File: config.mk
export PLATFORM = sky130hd
export DESIGN_NAME = icache_addr_decode
export DESIGN_NICKNAME = d
export VERILOG_FILES = /design/src/icache_pkg.sv /design/src/icache_addr_decode.sv
export SDC_FILE = /design/constraint.sdc
export NUM_CORES = 1
export LEC_CHECK = 0
export BUFFER_PORTS_ARGS = -buffer_cell sky130_fd_sc_hd__buf_2
export CAP_MARGIN = 20
export CORE_MARGIN = 10
export CORE_UTILIZATION = 44
export CTS_CLUSTER_DIAMETER = 80
export DETAILED_ROUTE_END_ITERATION = 10
export GPL_TIMING_DRIVEN = 0
export PLACE_DENSITY = 0.89
export SLEW_MARGIN = 20
export SYNTH_ARGS = -nofsm -noshare
export SYNTH_HDL_FRONTEND = slang
export SYNTH_SLANG_ARGS = --single-unit
File: constraint.sdc
create_clock -name clk -period 1.7 [get_ports clk]
set_clock_uncertainty 0.1 [all_clocks]
set_input_delay 0.34 -clock clk [delete_from_list [all_inputs] [get_ports clk]]
set_output_delay 0.34 -clock clk [all_outputs]
set_load 0.01 [all_outputs]
File: src/icache_pkg.sv
package icache_pkg;

    // cache geometry
    localparam int num_ways   = 4;
    localparam int num_sets   = 128;
    localparam int line_words = 8;
    localparam int tag_bits   = 20;
    localparam int index_bits = 7;
    localparam int word_bits  = 3;

    // AR encodings
    localparam logic [7:0] burst_len_cached = 8'd7;
    localparam logic [7:0] burst_len_single = 8'd0;
    localparam logic [1:0] burst_fixed      = 2'b00;
    localparam logic [1:0] burst_incr       = 2'b01;

    // segments mapped by clearing the top three bits
    localparam logic [2:0] seg_kseg0 = 3'b100;
    localparam logic [2:0] seg_kseg1 = 3'b101;

    typedef logic [31:0] word_t;
    typedef logic [1:0]  way_idx_t;

    typedef struct packed {
        logic [tag_bits-1:0]   tag;
        logic [index_bits-1:0] index;
        logic [word_bits-1:0]  word_off;
        logic [1:0]            byte_off;
    } cache_addr_t;

    typedef struct packed {
        logic [2:0]  segment;
        logic [28:0] phys;
    } seg_addr_t;

    // lookup view and segment view of the same fetch address
    typedef union packed {
        cache_addr_t cache;
        seg_addr_t   seg;
    } fetch_addr_u;

    typedef struct packed {
        fetch_addr_u addr;
        logic        cached;
    } fetch_req_t;

    typedef struct packed {
        logic     hit;
        way_idx_t hit_way;
        way_idx_t victim_way;
    } lookup_t;

    typedef struct packed {
        logic                 wen;
        way_idx_t             way;
        logic [word_bits-1:0] word;
        word_t                data;
    } beat_wr_t;

    typedef enum logic [2:0] {
        idle,
        lookup,
        single_ar,
        single_r,
        line_ar,
        line_r,
        tag_update,
        data_ready
    } ctrl_state_e;

endpackage

File: src/icache_addr_decode.sv
`timescale 1ns/1ps

module icache_addr_decode
    import icache_pkg::*;
(
    input  logic       clk,
    input  logic       rst,
    input  logic       accept,
    input  word_t      inst_addr,
    input  logic       inst_cached,
    output fetch_req_t req,
    output word_t      mapped_addr
);

    always_ff @(posedge clk) begin
        if (rst) begin
            req <= '0;
        end else if (accept) begin
            req.addr   <= inst_addr;
            req.cached <= inst_cached;
        end
    end

    // kseg0/kseg1 fold onto the low physical space
    always_comb begin
        mapped_addr = req.addr;
        if (req.addr.seg.segment == seg_kseg0 || req.addr.seg.segment == seg_kseg1) begin
            mapped_addr = {3'b000, req.addr.seg.phys};
        end
    end

endmodule

==> results.yml <==
cells_and_area:
  synthToLayoutAreaGrowth_pct: 42.2
  drive_gt1_share_pct: 58.1
  top_regs: "req x33"
  largest_reg_flops: 33
  antenna_cells: 0
  final_nets: 281
  fill_cells: 274
  instances_no_fill: 290
  top_register: "req"
sta:
  max_freq_mhz: 650
  setup_tns_ns: 0
  hold_violations: 0
  post-route-period-util_pct: 90.5
  fin_crit_ns: 1.54
  slew_viol_final: 0
  relSlewSlack_pct: 89.1
  worst_pin_slew_ns: 0.159
  rsz0062_at_grt: "false"
  setup_ws_ns: 0.161
  setup_viol_count_final: 0
clock_tree:
  cts-resized-gates: 0
  tritoncts: "done"
  clock_sinks: 33
  postCtsHoldBufs: 0
  cts_made_buffers: 5
  cts.reportedPaths.clkPinSlew_ns: 0.10
  clk-insertion-delay-late_ns: 0.31
  post-cts-setup-buffers: 0
  clockBufferDepth: 2
  cts_max_level: 2
  cts-root-buf: "clkbuf_4"
power:
  peakVddDrop_uv: 589
  total_power_uw: 1690
  p_leak_uw: 0.00124
  p_per_area_mw_per_mm2: 816
setup_path:
  cp_data_required_time_ns: 1.26
  critPathCaptureType: "primary output"
  worstPathArrival_ns: 1.10
  crit_fanout: 5
  worst_setup_path_start_kind: "flip-flop"
  critPathKind: "reg -> out"
placement:
  place.gp.congestion: 0.708
  placed_cells: 282
  port_buffers: 98
  hpwlAfterDp_mm: 3.19
  dp_slack_ns: 0.523
routing:
  drt-pass1-iter-count: 2
  vias: 1217
  drt_iter0_markers: 28
  drc: 0
  routed_wl_mm: 3.83
  wl_per_cell_um: 13.2
  post_drt_via_cell_ratio: 4.20
  postRouteAntennaNets: 0
synth:
  synth_fp_nets: 176
  synth_cell_types: 13
  synth_cells: 140
  syn_area_per_cell_um2: 10.4
  synth_seq_area_share_pct: 45.3
  yosysWarnings: 0
  netlist_area_mm2: 0.00146
  ys_ff_latch: 33
worst_hold_path:
  hold_class: "in -> reg"
global_routing:
  grt_max_degree: 11
  antenna_found_initial: 0
  grt-ovfl-total: 0
  grt_pass1_wl_mm: 6.29
  grt_pass1_vias: 1369
  grt_util_all_layers_pct: 12.8
floorplan:
  die_x_um: 77.6
  rows: 20
  start_util_pct: 47.0
  io_pins: 101
  core_mm2: 0.00310
  fp.dieArea_mm2: 0.00602
  die-height_um: 77.6
job:
  cap_violations: 0
run_status:
  status: "completed"
-- critical path, cell delays in order (launching register included) --
cell and delay (ns):
dfxtp_1 0.41, inv_1 0.05, a21boi_0 0.16, buf_2 0.16
-- logic make-up (layout without fill, tap and decap cells) --
kind of cell | Yosys count | count (layout) | share of synthesized area [%]
AOI/OAI and AO/OA | 1 | 1 | 0.515
buffers and inverters | 39 | 145 | 22.6
DFF | 33 | 33 | 45.3
muxes | 33 | 33 | 22.6
and+or+nand+nor | 34 | 34 | 8.92
-- path summary, 6_finish.rpt --
check / from / cells after the start / slack (ns) / end
max reg2reg: req[8]$_SDFFE_PP0P_ / 2 / 0.96 / req[8]$_SDFFE_PP0P_
min: inst_addr[6] / 3 / 0.15 / req[7]$_SDFFE_PP0P_
max: req[31]$_SDFFE_PP0P_ / 3 / 0.16 / mapped_addr[29]
min reg2reg: req[0]$_SDFFE_PP0P_ / 2 / 0.41 / req[0]$_SDFFE_PP0P_
-- cell usage after synthesis --
| master | count | area share (%) |
|---|---|---|
| clkbuf_8 | 1 | 0.94 |
| buf_2 | 2 | 0.69 |
| inv_1 | 1 | 0.26 |
| mux2i_1 | 33 | 23 |
| buf_4 | 29 | 15 |
| nor2_1 | 33 | 8.5 |
| a21boi_0 | 1 | 0.51 |
| dfxtp_1 | 33 | 45 |
| clkbuf_1 | 1 | 0.26 |
| buf_12 | 3 | 4.1 |
| and2_1 | 1 | 0.43 |
| clkdlybuf4s18_2 | 1 | 0.69 |
| buf_6 | 1 | 0.77 |
-- power breakdown --
group          internal (uW)  switching [uW]
clock network            240             245
logic                    197             158
registers                819            33.3
total                   1260             436
-- cell usage in the layout, fill, tap and decap left out, types with 3 or more instances in the layout --
master,instances
buf_4,29
buf_2,100
buf_12,3
nor2_1,33
clkbuf_4,5
mux2i_1,33
dfxtp_1,33
clkbuf_8,3
-- cell type report --
| type | instances | area, um^2 | share of cell area [%] |
|---|---|---|---|
| inverter | 1 | 3.75 | 0.181 |
| sequential | 33 | 661 | 31.8 |
| clock buffer | 7 | 65.1 | 3.14 |
| multi-input combinational | 68 | 468 | 22.6 |
| timing repair buffer | 98 | 490 | 23.6 |
| tap | 44 | 55.1 | 2.65 |
| buffer | 38 | 327 | 15.7 |
| clock inverter | 1 | 5.00 | 0.241 |
-- stage by stage --
| step | hold WS (ns) | cell area [um^2] | util (%) |
|---|---|---|---|
| 2_1_floorplan | 0.387 | 1460 | - |
| 3_3_place_gp | 0.371 | 2000 | 64.6 |
| 3_5_place_dp | 0.396 | 2000 | 64.6 |
| 4_1_cts | 0.133 | 2070 | 66.9 |
| 5_1_grt | 0.115 | 2070 | 66.9 |
| 6_report | 0.146 | 2070 | 66.9 |
-- layer usage --
metal / GRT usage (%) / part of all wire, % / vias up
li1: - / - / 629
met1: 11.8 / 35 / 529
met2: 21.3 / 50 / 57
met3: 10.3 / 14 / 2
met4: 3.83 / 0.63 / 0
met5: 0 / 0 / -
(Power assumes the default switching activity.)
