### config.mk
export PLATFORM = sky130hd
export DESIGN_NAME = icache_refill_ctrl
export DESIGN_NICKNAME = d
export VERILOG_FILES = /design/src/icache_pkg.sv /design/src/icache_refill_ctrl.sv
export SDC_FILE = /design/constraint.sdc
export NUM_CORES = 1
export LEC_CHECK = 0
export BUFFER_PORTS_ARGS = -buffer_cell sky130_fd_sc_hd__buf_4
export CORE_AREA = 2 2 86 88
export CTS_CLUSTER_SIZE = 8
export DETAILED_ROUTE_END_ITERATION = 12
export DIE_AREA = 0 0 88 90
export PLACE_DENSITY = 0.72
export REMOVE_ABC_BUFFERS = 1
export SYNTH_ARGS = -nofsm -noshare
export SYNTH_HDL_FRONTEND = slang
export SYNTH_SLANG_ARGS = --single-unit
### constraint.sdc
create_clock -name clk -period 3.9 [get_ports clk]
set_input_delay 0.39 -clock clk [delete_from_list [all_inputs] [get_ports clk]]
set_output_delay 0.39 -clock clk [all_outputs]
set_load 0.05 [all_outputs]
### src/icache_pkg.sv
package icache_pkg;

    // cache geometry
    localparam int num_ways   = 4;
    localparam int num_sets   = 128;
    localparam int line_words = 8;
    localparam int tag_bits   = 20;
    localparam int index_bits = 7;
    localparam int word_bits  = 3;

    // AR encodings
    localparam logic [7:0] burst_len_cached = 8'd7;
    localparam logic [7:0] burst_len_single = 8'd0;
    localparam logic [1:0] burst_fixed      = 2'b00;
    localparam logic [1:0] burst_incr       = 2'b01;

    // segments mapped by clearing the top three bits
    localparam logic [2:0] seg_kseg0 = 3'b100;
    localparam logic [2:0] seg_kseg1 = 3'b101;

    typedef logic [31:0] word_t;
    typedef logic [1:0]  way_idx_t;

    typedef struct packed {
        logic [tag_bits-1:0]   tag;
        logic [index_bits-1:0] index;
        logic [word_bits-1:0]  word_off;
        logic [1:0]            byte_off;
    } cache_addr_t;

    typedef struct packed {
        logic [2:0]  segment;
        logic [28:0] phys;
    } seg_addr_t;

    // lookup view and segment view of the same fetch address
    typedef union packed {
        cache_addr_t cache;
        seg_addr_t   seg;
    } fetch_addr_u;

    typedef struct packed {
        fetch_addr_u addr;
        logic        cached;
    } fetch_req_t;

    typedef struct packed {
        logic     hit;
        way_idx_t hit_way;
        way_idx_t victim_way;
    } lookup_t;

    typedef struct packed {
        logic                 wen;
        way_idx_t             way;
        logic [word_bits-1:0] word;
        word_t                data;
    } beat_wr_t;

    typedef enum logic [2:0] {
        idle,
        lookup,
        single_ar,
        single_r,
        line_ar,
        line_r,
        tag_update,
        data_ready
    } ctrl_state_e;

endpackage

### src/icache_refill_ctrl.sv
`timescale 1ns/1ps

module icache_refill_ctrl
    import icache_pkg::*;
(
    input  logic       clk,
    input  logic       rst,
    input  logic       inst_req,
    input  fetch_req_t req,
    input  word_t      mapped_addr,
    input  lookup_t    look,
    input  logic       arready,
    input  word_t      rdata,
    input  logic       rlast,
    input  logic       rvalid,
    output word_t      araddr,
    output logic [7:0] arlen,
    output logic [1:0] arburst,
    output logic       arvalid,
    output logic       accept,
    output logic       lookup_en,
    output logic       tag_wen,
    output logic       inst_data_ok,
    output logic       data_ready_sel,
    output beat_wr_t   beat,
    output word_t      held_word
);

    ctrl_state_e          state;
    ctrl_state_e          state_nxt;
    logic [word_bits-1:0] beat_cnt;
    cache_addr_t          line_addr;

    assign inst_data_ok   = (state == lookup && req.cached && look.hit) || state == data_ready;
    assign accept         = inst_req && (state == idle || inst_data_ok);
    assign lookup_en      = (state == lookup) && req.cached;
    assign tag_wen        = (state == tag_update);
    assign data_ready_sel = (state == data_ready);

    // refill starts at word 0 of the line
    always_comb begin
        line_addr          = req.addr.cache;
        line_addr.word_off = '0;
        line_addr.byte_off = '0;
    end

    assign arvalid = (state == single_ar) || (state == line_ar);
    assign araddr  = (state == line_ar) ? word_t'(line_addr) : mapped_addr;
    assign arlen   = (state == line_ar) ? burst_len_cached : burst_len_single;
    assign arburst = (state == line_ar) ? burst_incr : burst_fixed;

    always_comb begin
        beat.wen  = (state == line_r) && rvalid;
        beat.way  = look.victim_way;
        beat.word = beat_cnt;
        beat.data = rdata;
    end

    always_comb begin
        state_nxt = state;
        case (state)
            idle: begin
                if (accept) begin
                    state_nxt = lookup;
                end
            end
            // uncached requests pass through lookup without effect
            lookup: begin
                if (!req.cached) begin
                    state_nxt = single_ar;
                end else if (!look.hit) begin
                    state_nxt = line_ar;
                end else if (!accept) begin
                    state_nxt = idle;
                end
            end
            single_ar: begin
                if (arready) begin
                    state_nxt = single_r;
                end
            end
            single_r: begin
                if (rvalid) begin
                    state_nxt = data_ready;
                end
            end
            line_ar: begin
                if (arready) begin
                    state_nxt = line_r;
                end
            end
            line_r: begin
                if (rvalid && rlast) begin
                    state_nxt = tag_update;
                end
            end
            tag_update: state_nxt = data_ready;
            data_ready: state_nxt = accept ? lookup : idle;
            default:    state_nxt = idle;
        endcase
    end

    always_ff @(posedge clk) begin
        if (rst) begin
            state    <= idle;
            beat_cnt <= '0;
        end else begin
            state <= state_nxt;
            if (state == line_ar) begin
                beat_cnt <= '0;
            end else if (beat.wen) begin
                beat_cnt <= beat_cnt + 1'b1;
            end
        end
    end

    // critical word of the burst, or the single read word
    always_ff @(posedge clk) begin
        if (state == single_r && rvalid) begin
            held_word <= rdata;
        end else if (beat.wen && beat_cnt == req.addr.cache.word_off) begin
            held_word <= rdata;
        end
    end

endmodule

==> out/metrics.yaml, run 1 <==
synthesis:
  synth.most_common_cell: "sky130_fd_sc_hd__buf_4"
  synth-edff-count: 32
  syn-instance-count: 170
  ys_async_sr_fraction_pct: 0
  syn_area_sq_um: 2135
  synth_cell_type_count: 35
  synth_common_cells: "sky130_fd_sc_hd__buf_4 (46), sky130_fd_sc_hd__edfxtp_1 (32), sky130_fd_sc_hd__mux2_2 (26)"
  synth_seq_area_share_pct: 50.64
  synth.largest_area_cell: "sky130_fd_sc_hd__edfxtp_1"
  mapped_avg_cell_area_sq_um: 12.56
  dominantRegCellSynth: "sky130_fd_sc_hd__edfxtp_1"
  netlist_top_cells_area: "sky130_fd_sc_hd__edfxtp_1 (45%), sky130_fd_sc_hd__buf_4 (16%), sky130_fd_sc_hd__mux2_2 (14%)"
  yosys.area.top_type_share_pct: 45.02
  yosysWarnings: 0
  number_of_storage_elements_in_the_synthesis_netlist: 38
pwr:
  power_leakage_uw: 0.001716
  clock_power_share_pct: 28.5
  power_uw: 1359
  portion_of_total_power_attributed_to_combinational_logic_pct: 36.9
  internal_cell_power_uw: 890.6
  swShare_pct: 34.47
  total_switching_power_uw: 468.5
  vdd_ir_drop_max_mv: 0.1437
  powerDensity_nw_per_um2: 372.3
  sequentialPowerShare_pct: 34.5
timing:
  timing.max_slew.rel_slack_pct: 35.24
  grt_setup_unrepaired: "false"
  final_min_period_over_clock_period_pct: 65.66
  final-hold-violation-count: 0
  min_period_ps: 2561
  fin_tns_setup_ps: 0
  clock_skew_ps: 4.790
  maxSlewViolCount: 0
  worst_slew_pin_slew_ps: 969.2
  setup_viol: 0
  maximum_clock_frequency_mhz: 390.5
cts:
  clock_tree_from_tritoncts: "built"
  post_cts_resize_count: 0
  clock_insertion_delay_worst_skew_ps: 280
  cts_root_buf: "sky130_fd_sc_hd__clkbuf_8"
  h-tree-depth: 2
  cts_bufs_inserted: 5
  clk_pin_slew_ps: 80
  cts.sinks: 38
  cts_hold_repair.buffers: 0
  cts_setup_buffers: 0
  bufs_on_longest_clock_path: 2
floorplanning:
  core_area_sq_um: 7020
  floorplan.die.height_um: 90
  initial_utilization_pct: 30.40
  die-area_sq_um: 7920
  chipWidth_um: 88
  ioPinCount: 226
  placementRows: 31
cells_and_area:
  total_nets_final: 454
  fin_area_sq_um: 3651
  fillers: 624
  final_layout_size_suffix_gt1_share_pct: 71.97
  area.growth.synth_to_final_pct: 71.04
place:
  dpl.hpwl_mm: 5.746
  last_weighted_congestion_value_of_the_routability_driven_placer: 0.7624
  port_buffers: 211
  postPlaceCellArea_sq_um: 3513
route:
  avgViaCountPerCell: 4.197
  drt-initial-drc-count: 39
  route.vias.total: 1876
  drt_drc_violations_left: 0
  wl_mm: 6.727
  antenna_nets_post_route: 0
  drt-wirelength-per-cell_um: 15.05
  drtPass1Iterations: 4
worst_setup_path:
  sort_of_element_at_the_end_of_the_critical_path: "primary output"
  setup.worst_path.class: "reg2out"
  crit_arrival_ps: 2170
  critical_path_required_ps: 3510
  cp-start-kind: "register"
  path_max_fanout: 36
global_routing:
  antenna_found_initial: 2
  globalRouteTotalUtil_pct: 15.89
  first_pass_grt_wire_length_mm: 9.459
  globalRoute.totalOverflow: 0
  grt_pass1_vias: 1856
  grt_max_degree: 37
status:
  run_status: "finished, final reports clean"
job:
  max_cap_viol_count: 0
min_path:
  hold_path.class: "in2reg"
## metrics by stage
stage | std cells | util [%] | hold WS (ps) | worst slack (ps)
floorplan | 126 | - | 488.9 | -178.6
global placement | 437 | 50.04 | 509.1 | 1517
detailed placement | 437 | 50.04 | 526.2 | 1487
CTS | 445 | 51.93 | 283.8 | 1328
global route | 447 | 52.01 | 278.4 | 1161
finish | 447 | 52.01 | 290.5 | 1339
## state kept, by name, indices dropped and copies added (netlist names)
register   count
state          3
beat_cnt       3
held_word     32
## cell type report
type	instances	area [sq um]	area share, %
repair buffers	212	1592	43.59
flip-flops and latches	38	1081	29.61
multi-input cells	83	698.2	19.12
well taps	99	123.9	3.393
clock buffers	5	68.82	1.885
clock inverters	3	63.81	1.748
inverters	5	18.77	0.5141
diodes	2	5.005	0.1371
## critical path, cell delays in order, from the launching register on
cell	delay (ps)
sky130_fd_sc_hd__dfxtp_1	610
sky130_fd_sc_hd__nor3b_4	270
sky130_fd_sc_hd__buf_4	400
sky130_fd_sc_hd__mux2_2	400
sky130_fd_sc_hd__buf_4	190
## metal layers
layer | vias to the layer above | global-route usage, % | routed length [um]
met5 | - | 0 | 0
met4 | 0 | 6.538 | 42
met3 | 2 | 5.418 | 797
met2 | 132 | 31.88 | 3866
met1 | 836 | 13.38 | 2020
li1 | 906 | - | -
## logic make-up (layout without fill, tap and decap cells)
family | count (synthesis) | count (layout) | synth area share [%]
muxes | 28 | 28 | 14.71
AOI/OAI and AO/OA | 15 | 15 | 4.982
adders and majority gates | 1 | 1 | 0.5861
DFF | 38 | 38 | 50.64
xor gates and xnor gates | 5 | 5 | 2.051
and+or+nand+nor | 28 | 28 | 8.793
other | 1 | 8 | 0.1757
buffers and inverters | 54 | 225 | 18.05
## worst paths after layout
check               from       endpoint  slack, ps  cells after the start
max             state[2]      araddr[6]       1340                      4
min            rdata[27]  held_word[27]        290                      1
max reg2reg     state[2]   held_word[8]       1610                      3
min reg2reg  beat_cnt[2]    beat_cnt[2]        530                      2
## power groups by stage
stage          Clock [uW]  Sequential (uW)  Combinational, uW
2_1_floorplan           0              490                235
3_3_place_gp            0              477                501
3_5_place_dp            0              478                505
4_1_cts               394              469                506
5_1_grt               410              471                525
6_report              388              469                502
## placed cells by master, fill, tap and decap left out, drive strengths merged, types with 2 or more instances in the layout
cell type	Yosys	layout
a21oi	3	3
clkbuf	0	5
and3	2	2
buf	49	212
inv	5	5
or2	2	2
nor2b	8	8
conb	1	6
a21boi	2	2
dfxtp	6	6
mux2	27	27
bufinv	0	2
nor2	5	5
o21ai	3	3
or3	2	2
xnor2	4	4
edfxtp	32	32
nand2	4	4
diode	0	2
(Power assumes the default switching activity.)
==> inputs of run 2 (changes only) <==
==> constraint.sdc (replaced) <==
create_clock -name clk -period 2.4 [get_ports clk]
set_input_delay 0.24 -clock clk [delete_from_list [all_inputs] [get_ports clk]]
set_output_delay 0.24 -clock clk [all_outputs]
set_load 0.05 [all_outputs]
==> run 2 against run 1 <==
Design area is 0.41% lower. Critical path type unchanged. Clock skew is 2.1 ps lower. Sequential share of layout area increased by 0.12 points. Largest cell class unchanged. Non-clock buffer count grew 1. Die area unchanged. Clock-buffer cell count did not move. Via count up 1.6%. Power up 47%. First-iteration DRC count shrank 54%. Wire length decreased by 1.6%. Setup slack worse by 1200 ps. Largest power group unchanged.
==> out/metrics.yaml, run 2 (same netlist as run 1, synthesis figures left out) <==
cells_and_area:
  leading_cell_type_in_the_layout_fill_and_taps_excluded: "sky130_fd_sc_hd__buf_4"
  area.growth.synth_to_final_pct: 70.34
  total_nets_final: 455  # +0.22%
  mostFrequentLayoutCells: "sky130_fd_sc_hd__buf_4 (211), sky130_fd_sc_hd__edfxtp_1 (32), sky130_fd_sc_hd__mux2_2 (26)"
  largest_registers: "held_word: 32 flops, beat_cnt: 3 flops, state: 3 flops"
  regMostFlops: "held_word"
  fillers: 614  # -1.6%
  largest_register_ffs: 32  # unchanged
  final_layout_size_suffix_gt1_share_pct: 72.05  # +0.081 points
timing:
  clock_skew_ps: 2.730  # -2.060 ps
  worst_slew_pin_slew_ps: 547.5  # -421.7 ps
  fin_tns_setup_ps: 0  # unchanged
  timing.max_slew.rel_slack_pct: 63.45  # +28 points
  maximum_clock_frequency_mhz: 444.1
  maxSlewViolCount: 0  # unchanged
  grt_setup_unrepaired: "false"
  final-hold-violation-count: 0  # unchanged
  setup_viol: 0  # unchanged
  final_min_period_over_clock_period_pct: 93.83
  min_period_ps: 2252
pwr:
  sequentialPowerShare_pct: 38.2  # +3.7 points
  clock_power_share_pct: 20.6  # -7.9 points
  powerDensity_nw_per_um2: 548.3  # +47%
  power_leakage_uw: 0.001703  # -0.77%
  total_switching_power_uw: 753.9  # +61%
  vdd_ir_drop_max_mv: 0.2058  # +43%
  portion_of_total_power_attributed_to_combinational_logic_pct: 41.2  # +4.3 points
  internal_cell_power_uw: 1240  # +39%
  swShare_pct: 37.82  # +3.3 points
  power_uw: 1993  # +47%
route:
  antenna_nets_post_route: 0  # unchanged
  drt-wirelength-per-cell_um: 14.78  # -1.8%
  drt_drc_violations_left: 0  # unchanged
  route.vias.total: 1906  # +1.6%
  drtPass1Iterations: 4  # unchanged
  avgViaCountPerCell: 4.254  # +1.4%
  wl_mm: 6.620  # -1.6%
  drt-initial-drc-count: 18  # -54%
global_routing:
  globalRoute.busiestLayer: "met2"
  globalRouteTotalUtil_pct: 16.13  # +0.24 points
  grt_pass1_vias: 1962  # +5.7%
  first_pass_grt_wire_length_mm: 9.673  # +2.3%
  antenna_found_initial: 2  # unchanged
  grt_max_degree: 37  # unchanged
  grt.met2_usage_pct: 32.01  # +0.13 points
  groute.layer.met3.usage_pct: 5.234  # -0.18 points
  globalRouteMet1Util_pct: 13.54  # +0.16 points
  globalRoute.totalOverflow: 0  # unchanged
floorplanning:
  die-area_sq_um: 7920  # unchanged
  placementRows: 31  # unchanged
  ioPinCount: 226  # unchanged
  initial_utilization_pct: 30.40  # unchanged
  floorplan.die.height_um: 90  # unchanged
  chipWidth_um: 88  # unchanged
  core_area_sq_um: 7020  # unchanged
worst_setup_path:
  path_max_fanout: 36  # unchanged
  cp_slowest_cell: "sky130_fd_sc_hd__dfxtp_1"
  slowest_delay_ps: 600  # about the same
  ordered_cell_list_for_the_critical_path: "nor3b_4, buf_12, mux2_2, buf_4"
  crit_arrival_ps: 2010  # -160 ps
  cp-start-kind: "register"
  setup.worst_path.class: "reg2out"
  setup.reg_to_reg.worst_slack_ps: 620  # -990 ps
  critical_path_required_ps: 2160  # -1350 ps
  sort_of_element_at_the_end_of_the_critical_path: "primary output"
place:
  last_weighted_congestion_value_of_the_routability_driven_placer: 0.7503  # -1.6%
  dpl.hpwl_mm: 5.736  # -0.18%
  port_buffers: 211  # unchanged
cts:
  cts.sinks: 38  # unchanged
  cts_setup_buffers: 0  # unchanged
  post_cts_resize_count: 0  # unchanged
  clock_tree_from_tritoncts: "built"
  clock_insertion_delay_worst_skew_ps: 280  # about the same
  h-tree-depth: 2  # unchanged
  cts_bufs_inserted: 5  # unchanged
  bufs_on_longest_clock_path: 2  # unchanged
  cts_root_buf: "sky130_fd_sc_hd__clkbuf_8"
  clk_pin_slew_ps: 70  # about the same
  cts_hold_repair.buffers: 0  # unchanged
status:
  run_status: "finished, final reports clean"
job:
  max_cap_viol_count: 0  # unchanged
min_path:
  hold_path.class: "in2reg"
-- run 2: changes by cell type in the layout (fill, tap and decap cells not counted), sizes merged --
cell,delta
clkinvlp,+1
bufinv,-2
buf,+1
clkinv,+1
-- run 2: final cells by class --
| class | instances | area, sq um | share of cell area, % |
|---|---|---|---|
| multi-input combinational | 83 | 698.2 | 19.20 |
| antenna | 2 | 5.005 | 0.1376 |
| clock buffer | 5 | 68.82 | 1.893 |
| inverter | 5 | 18.77 | 0.5162 |
| tap | 99 | 123.9 | 3.407 |
| sequential | 38 | 1081 | 29.73 |
| clock inverter | 3 | 16.27 | 0.4473 |
| timing repair buffer | 213 | 1624 | 44.67 |
-- run 2: per-layer routing --
layer	vias to the layer above	part of all wire, %
met5	-	0
met4	0	1.9
li1	905	-
met3	9	13
met1	855	28
met2	137	57
-- run 2: worst paths after layout --
path | startpoint | to | cells after the start
setup reg to reg | state[2] | held_word[20] | 4
setup / recovery | state[2] | araddr[8] | 4
hold / removal | rdata[5] | held_word[5] | 1
hold reg to reg | beat_cnt[2] | beat_cnt[2] | 2
-- run 2: per-stage QoR --
stage | hold WS [ps] | cell area (sq um) | setup WS [ps] | cells | utilization [%]
floorplan | 338.9 | 1787 | -1529 | 126 | -
global placement | 427.9 | 3546 | 476.2 | 438 | 50.51
detailed placement | 429.8 | 3546 | 452.3 | 438 | 50.51
CTS | 132.8 | 3631 | 136.6 | 446 | 51.72
global route | 123.7 | 3636 | 35.68 | 448 | 51.79
finish | 140.9 | 3636 | 148.0 | 448 | 51.79
-- run 2: worst max-delay path, delay by kind of cell, from the launching register on --
| kind | cells | cell delay (ps) |
|---|---|---|
| muxes | 1 | 370 |
| DFF | 1 | 600 |
| buffers and inverters | 2 | 430 |
| and+or+nand+nor | 1 | 310 |
-- run 2: power groups by stage --
stage	Combinational, uW	Clock (uW)	Sequential, uW
floorplan	382	0	796
global placement	821	0	774
detailed placement	827	0	776
CTS	828	427	761
global route	861	455	765
finish	821	411	761
==> inputs of run 3 (changes only) <==
--- a/config.mk
+++ b/config.mk
@@ -6,11 +6,11 @@
 export NUM_CORES = 1
 export LEC_CHECK = 0
 export BUFFER_PORTS_ARGS = -buffer_cell sky130_fd_sc_hd__buf_4
-export CORE_AREA = 2 2 86 88
+export CORE_AREA = 2 2 88 90
 export CTS_CLUSTER_SIZE = 8
 export DETAILED_ROUTE_END_ITERATION = 12
-export DIE_AREA = 0 0 88 90
-export PLACE_DENSITY = 0.72
+export DIE_AREA = 0 0 90 92
+export PLACE_DENSITY = 0.69
 export REMOVE_ABC_BUFFERS = 1
 export SYNTH_ARGS = -nofsm -noshare
 export SYNTH_HDL_FRONTEND = slang
==> constraint.sdc (replaced) <==
create_clock -name clk -period 2.6 [get_ports clk]
set_input_delay 0.26 -clock clk [delete_from_list [all_inputs] [get_ports clk]]
set_output_delay 0.26 -clock clk [all_outputs]
set_load 0.05 [all_outputs]
==> run 3 against run 2 <==
Via count down 0.79%. Sequential power down 8.9%. Power down 8.4%. Setup slack better by 29 ps. Hold slack better by 26 ps. Cell count up 0.45%. Clock skew up 3.6 ps. Critical endpoint is now araddr[14]. Highest routed layer unchanged.
==> out/metrics.yaml, run 3 (same netlist as run 1, synthesis figures left out) <==
status:
  run_status: "finished, final reports clean"
cts:
  cts_setup_buffers: 0  # unchanged
  post_cts_resize_count: 0  # unchanged
  cts_root_buf: "sky130_fd_sc_hd__clkbuf_8"
  bufs_on_longest_clock_path: 2  # unchanged
  clock_tree_from_tritoncts: "built"
  clock_insertion_delay_worst_skew_ps: 280  # about the same
  cts_bufs_inserted: 5  # unchanged
  cts.sinks: 38  # unchanged
  h-tree-depth: 2  # unchanged
  clk_pin_slew_ps: 70  # about the same
  cts_hold_repair.buffers: 0  # unchanged
route:
  drt_drc_violations_left: 0  # unchanged
  drt-initial-drc-count: 68  # +50
  met2_wirelength_mm: 3.402  # -9.8%
  met3RoutedLength_um: 662  # -21%
  route.top_layer_used: "met4"
  route.vias.total: 1891  # -0.79%
  antenna_nets_post_route: 0  # unchanged
  drtPass1Iterations: 4  # unchanged
  wl_met1_mm: 2.102  # +11%
  wl_mm: 6.227  # -5.9%
  drt-wirelength-per-cell_um: 13.84  # -6.4%
  avgViaCountPerCell: 4.202  # -1.2%
timing:
  setup_viol: 0  # unchanged
  min_period_ps: 2423
  clock_skew_ps: 6.285  # +3.555 ps
  worst_slew_pin_slew_ps: 520.4  # -27.12 ps
  final-hold-violation-count: 0  # unchanged
  maximum_clock_frequency_mhz: 412.7
  grt_setup_unrepaired: "false"
  hold-worst-slack_ps: 166.4  # +25.52 ps
  timing.final.ws_setup_ps: 177.1  # +29.05 ps
  timing.max_slew.rel_slack_pct: 65.26  # +1.8 points
  final_min_period_over_clock_period_pct: 93.19
  maxSlewViolCount: 0  # unchanged
worst_setup_path:
  sort_of_element_at_the_end_of_the_critical_path: "primary output"
  crit_arrival_ps: 2160  # +150 ps
  setup.reg_to_reg.worst_slack_ps: 670  # +50 ps
  critical_path_required_ps: 2340  # +180 ps
  rr_worst_depth: 4  # unchanged
  timing.rr.start: "state[2]"
  worst_r2r_endpoint: "held_word[7]"
  worst_setup_path_startpoint: "state[2]"
  setup.worst_path.class: "reg2out"
  path_max_fanout: 36  # unchanged
  crit_end: "araddr[14]"
  cp-start-kind: "register"
min_path:
  hold_path.class: "in2reg"
  hold_path_depth: 1  # unchanged
floorplanning:
  die-area_sq_um: 8280  # +4.5%
  floorplan.die.height_um: 92  # +2.2%
  chipWidth_um: 90  # +2.3%
  ioPinCount: 226  # unchanged
  placementRows: 32  # +3.2%
  initial_utilization_pct: 28.66  # -1.7 points
  core_area_sq_um: 7447  # +6.1%
global_routing:
  grt_max_degree: 37  # unchanged
  grt_pass1_vias: 1808  # -7.8%
  globalRouteTotalUtil_pct: 13.76  # -2.4 points
  antenna_found_initial: 0  # -2
  first_pass_grt_wire_length_mm: 9.018  # -6.8%
  globalRoute.totalOverflow: 0  # unchanged
pwr:
  sequentialPowerShare_pct: 37.9  # -0.3 points
  portion_of_total_power_attributed_to_combinational_logic_pct: 42.1  # +0.9 points
  total_switching_power_uw: 682.0  # -9.5%
  vdd_ir_drop_max_mv: 0.2279  # +11%
  power_leakage_uw: 0.001703  # about the same
  powerDensity_nw_per_um2: 505.6  # -7.8%
  internal_cell_power_uw: 1145  # -7.6%
  swShare_pct: 37.33  # -0.48 points
  power_uw: 1827  # -8.4%
  clock_power_share_pct: 20.0  # -0.6 points
cells_and_area:
  largest_registers: "held_word: 32 flops, beat_cnt: 3 flops, state: 3 flops"
  fillers: 686  # +12%
  regMostFlops: "held_word"
  postLayoutCoreUtil_pct: 48.52  # -3.3 points
  area.growth.synth_to_final_pct: 69.29
  antenna-diode-count: 0  # -2
  area.sequential_sq_um: 1081  # unchanged
  total_area_of_multi_input_combinational_cells_sq_um: 698.2  # unchanged
  leading_cell_type_in_the_layout_fill_and_taps_excluded: "sky130_fd_sc_hd__buf_4"
  total_nets_final: 456  # +0.22%
  largest_register_ffs: 32  # unchanged
  final_layout_size_suffix_gt1_share_pct: 71.84  # -0.21 points
  finish.cell_count_without_fillers: 450  # +0.45%
  mostFrequentLayoutCells: "sky130_fd_sc_hd__buf_4 (214), sky130_fd_sc_hd__edfxtp_1 (32), sky130_fd_sc_hd__mux2_2 (26)"
place:
  last_weighted_congestion_value_of_the_routability_driven_placer: 0.7089  # -5.5%
  place_worst_setup_slack_ps: 448.1  # -4.152 ps
  dpl.hpwl_mm: 5.257  # -8.3%
  port_buffers: 211  # unchanged
  placed_cells_incl_taps: 442  # +0.91%
job:
  max_cap_viol_count: 0  # unchanged
[run 3: cell count changes in the layout (fill, tap and decap cells not counted)]
cell	change
sky130_fd_sc_hd__buf_4	+3
sky130_fd_sc_hd__clkinvlp_4	-1
sky130_fd_sc_hd__diode_2	-2
sky130_fd_sc_hd__buf_12	-2
sky130_fd_sc_hd__clkbuf_1	+1
[run 3: worst min-delay path by stage]
stage,start,slack (ps),end
floorplan,rdata[0],360,held_word[0]
global placement,rdata[16],450,held_word[16]
detailed placement,rdata[28],450,held_word[28]
CTS,rdata[16],160,held_word[16]
global route,rdata[4],150,held_word[4]
finish,rdata[16],170,held_word[16]
[run 3: routing by layer]
layer | vias up | global-route usage, %
li1 | 903 | -
met1 | 848 | 13.49
met2 | 136 | 27.57
met3 | 4 | 3.944
met4 | 0 | 4.231
met5 | - | 0
[run 3: per-stage QoR]
stage / TNS (ps) / instance area (sq um)
2_1_floorplan: -55730 / 1787
3_3_place_gp: 0 / 3532
3_5_place_dp: 0 / 3532
4_1_cts: 0 / 3613
5_1_grt: 0 / 3613
6_report: 0 / 3613
[run 3: final cells by class]
| type | count | area share (%) |
|---|---|---|
| Clock buffer | 6 | 2.008 |
| Sequential cell | 38 | 29.92 |
| Multi-Input combinational cell | 83 | 19.32 |
| Clock inverter | 2 | 0.2424 |
| Timing Repair Buffer | 214 | 44.46 |
| Tap cell | 102 | 3.532 |
| Inverter | 5 | 0.5194 |
[run 3: worst max-delay path: stages, from the launching register on]
cell,delay [ps]
sky130_fd_sc_hd__dfxtp_1,600
sky130_fd_sc_hd__nor3b_4,260
sky130_fd_sc_hd__buf_4,400
sky130_fd_sc_hd__mux2_2,400
sky130_fd_sc_hd__buf_4,190
[run 3: power by group through the flow]
stage / Sequential [uW] / Combinational (uW) / Clock, uW
after floorplan: 734 / 353 / 0
after global placement: 705 / 766 / 0
after detailed placement: 706 / 774 / 0
after CTS: 693 / 775 / 381
after global routing: 694 / 803 / 397
final: 693 / 769 / 365
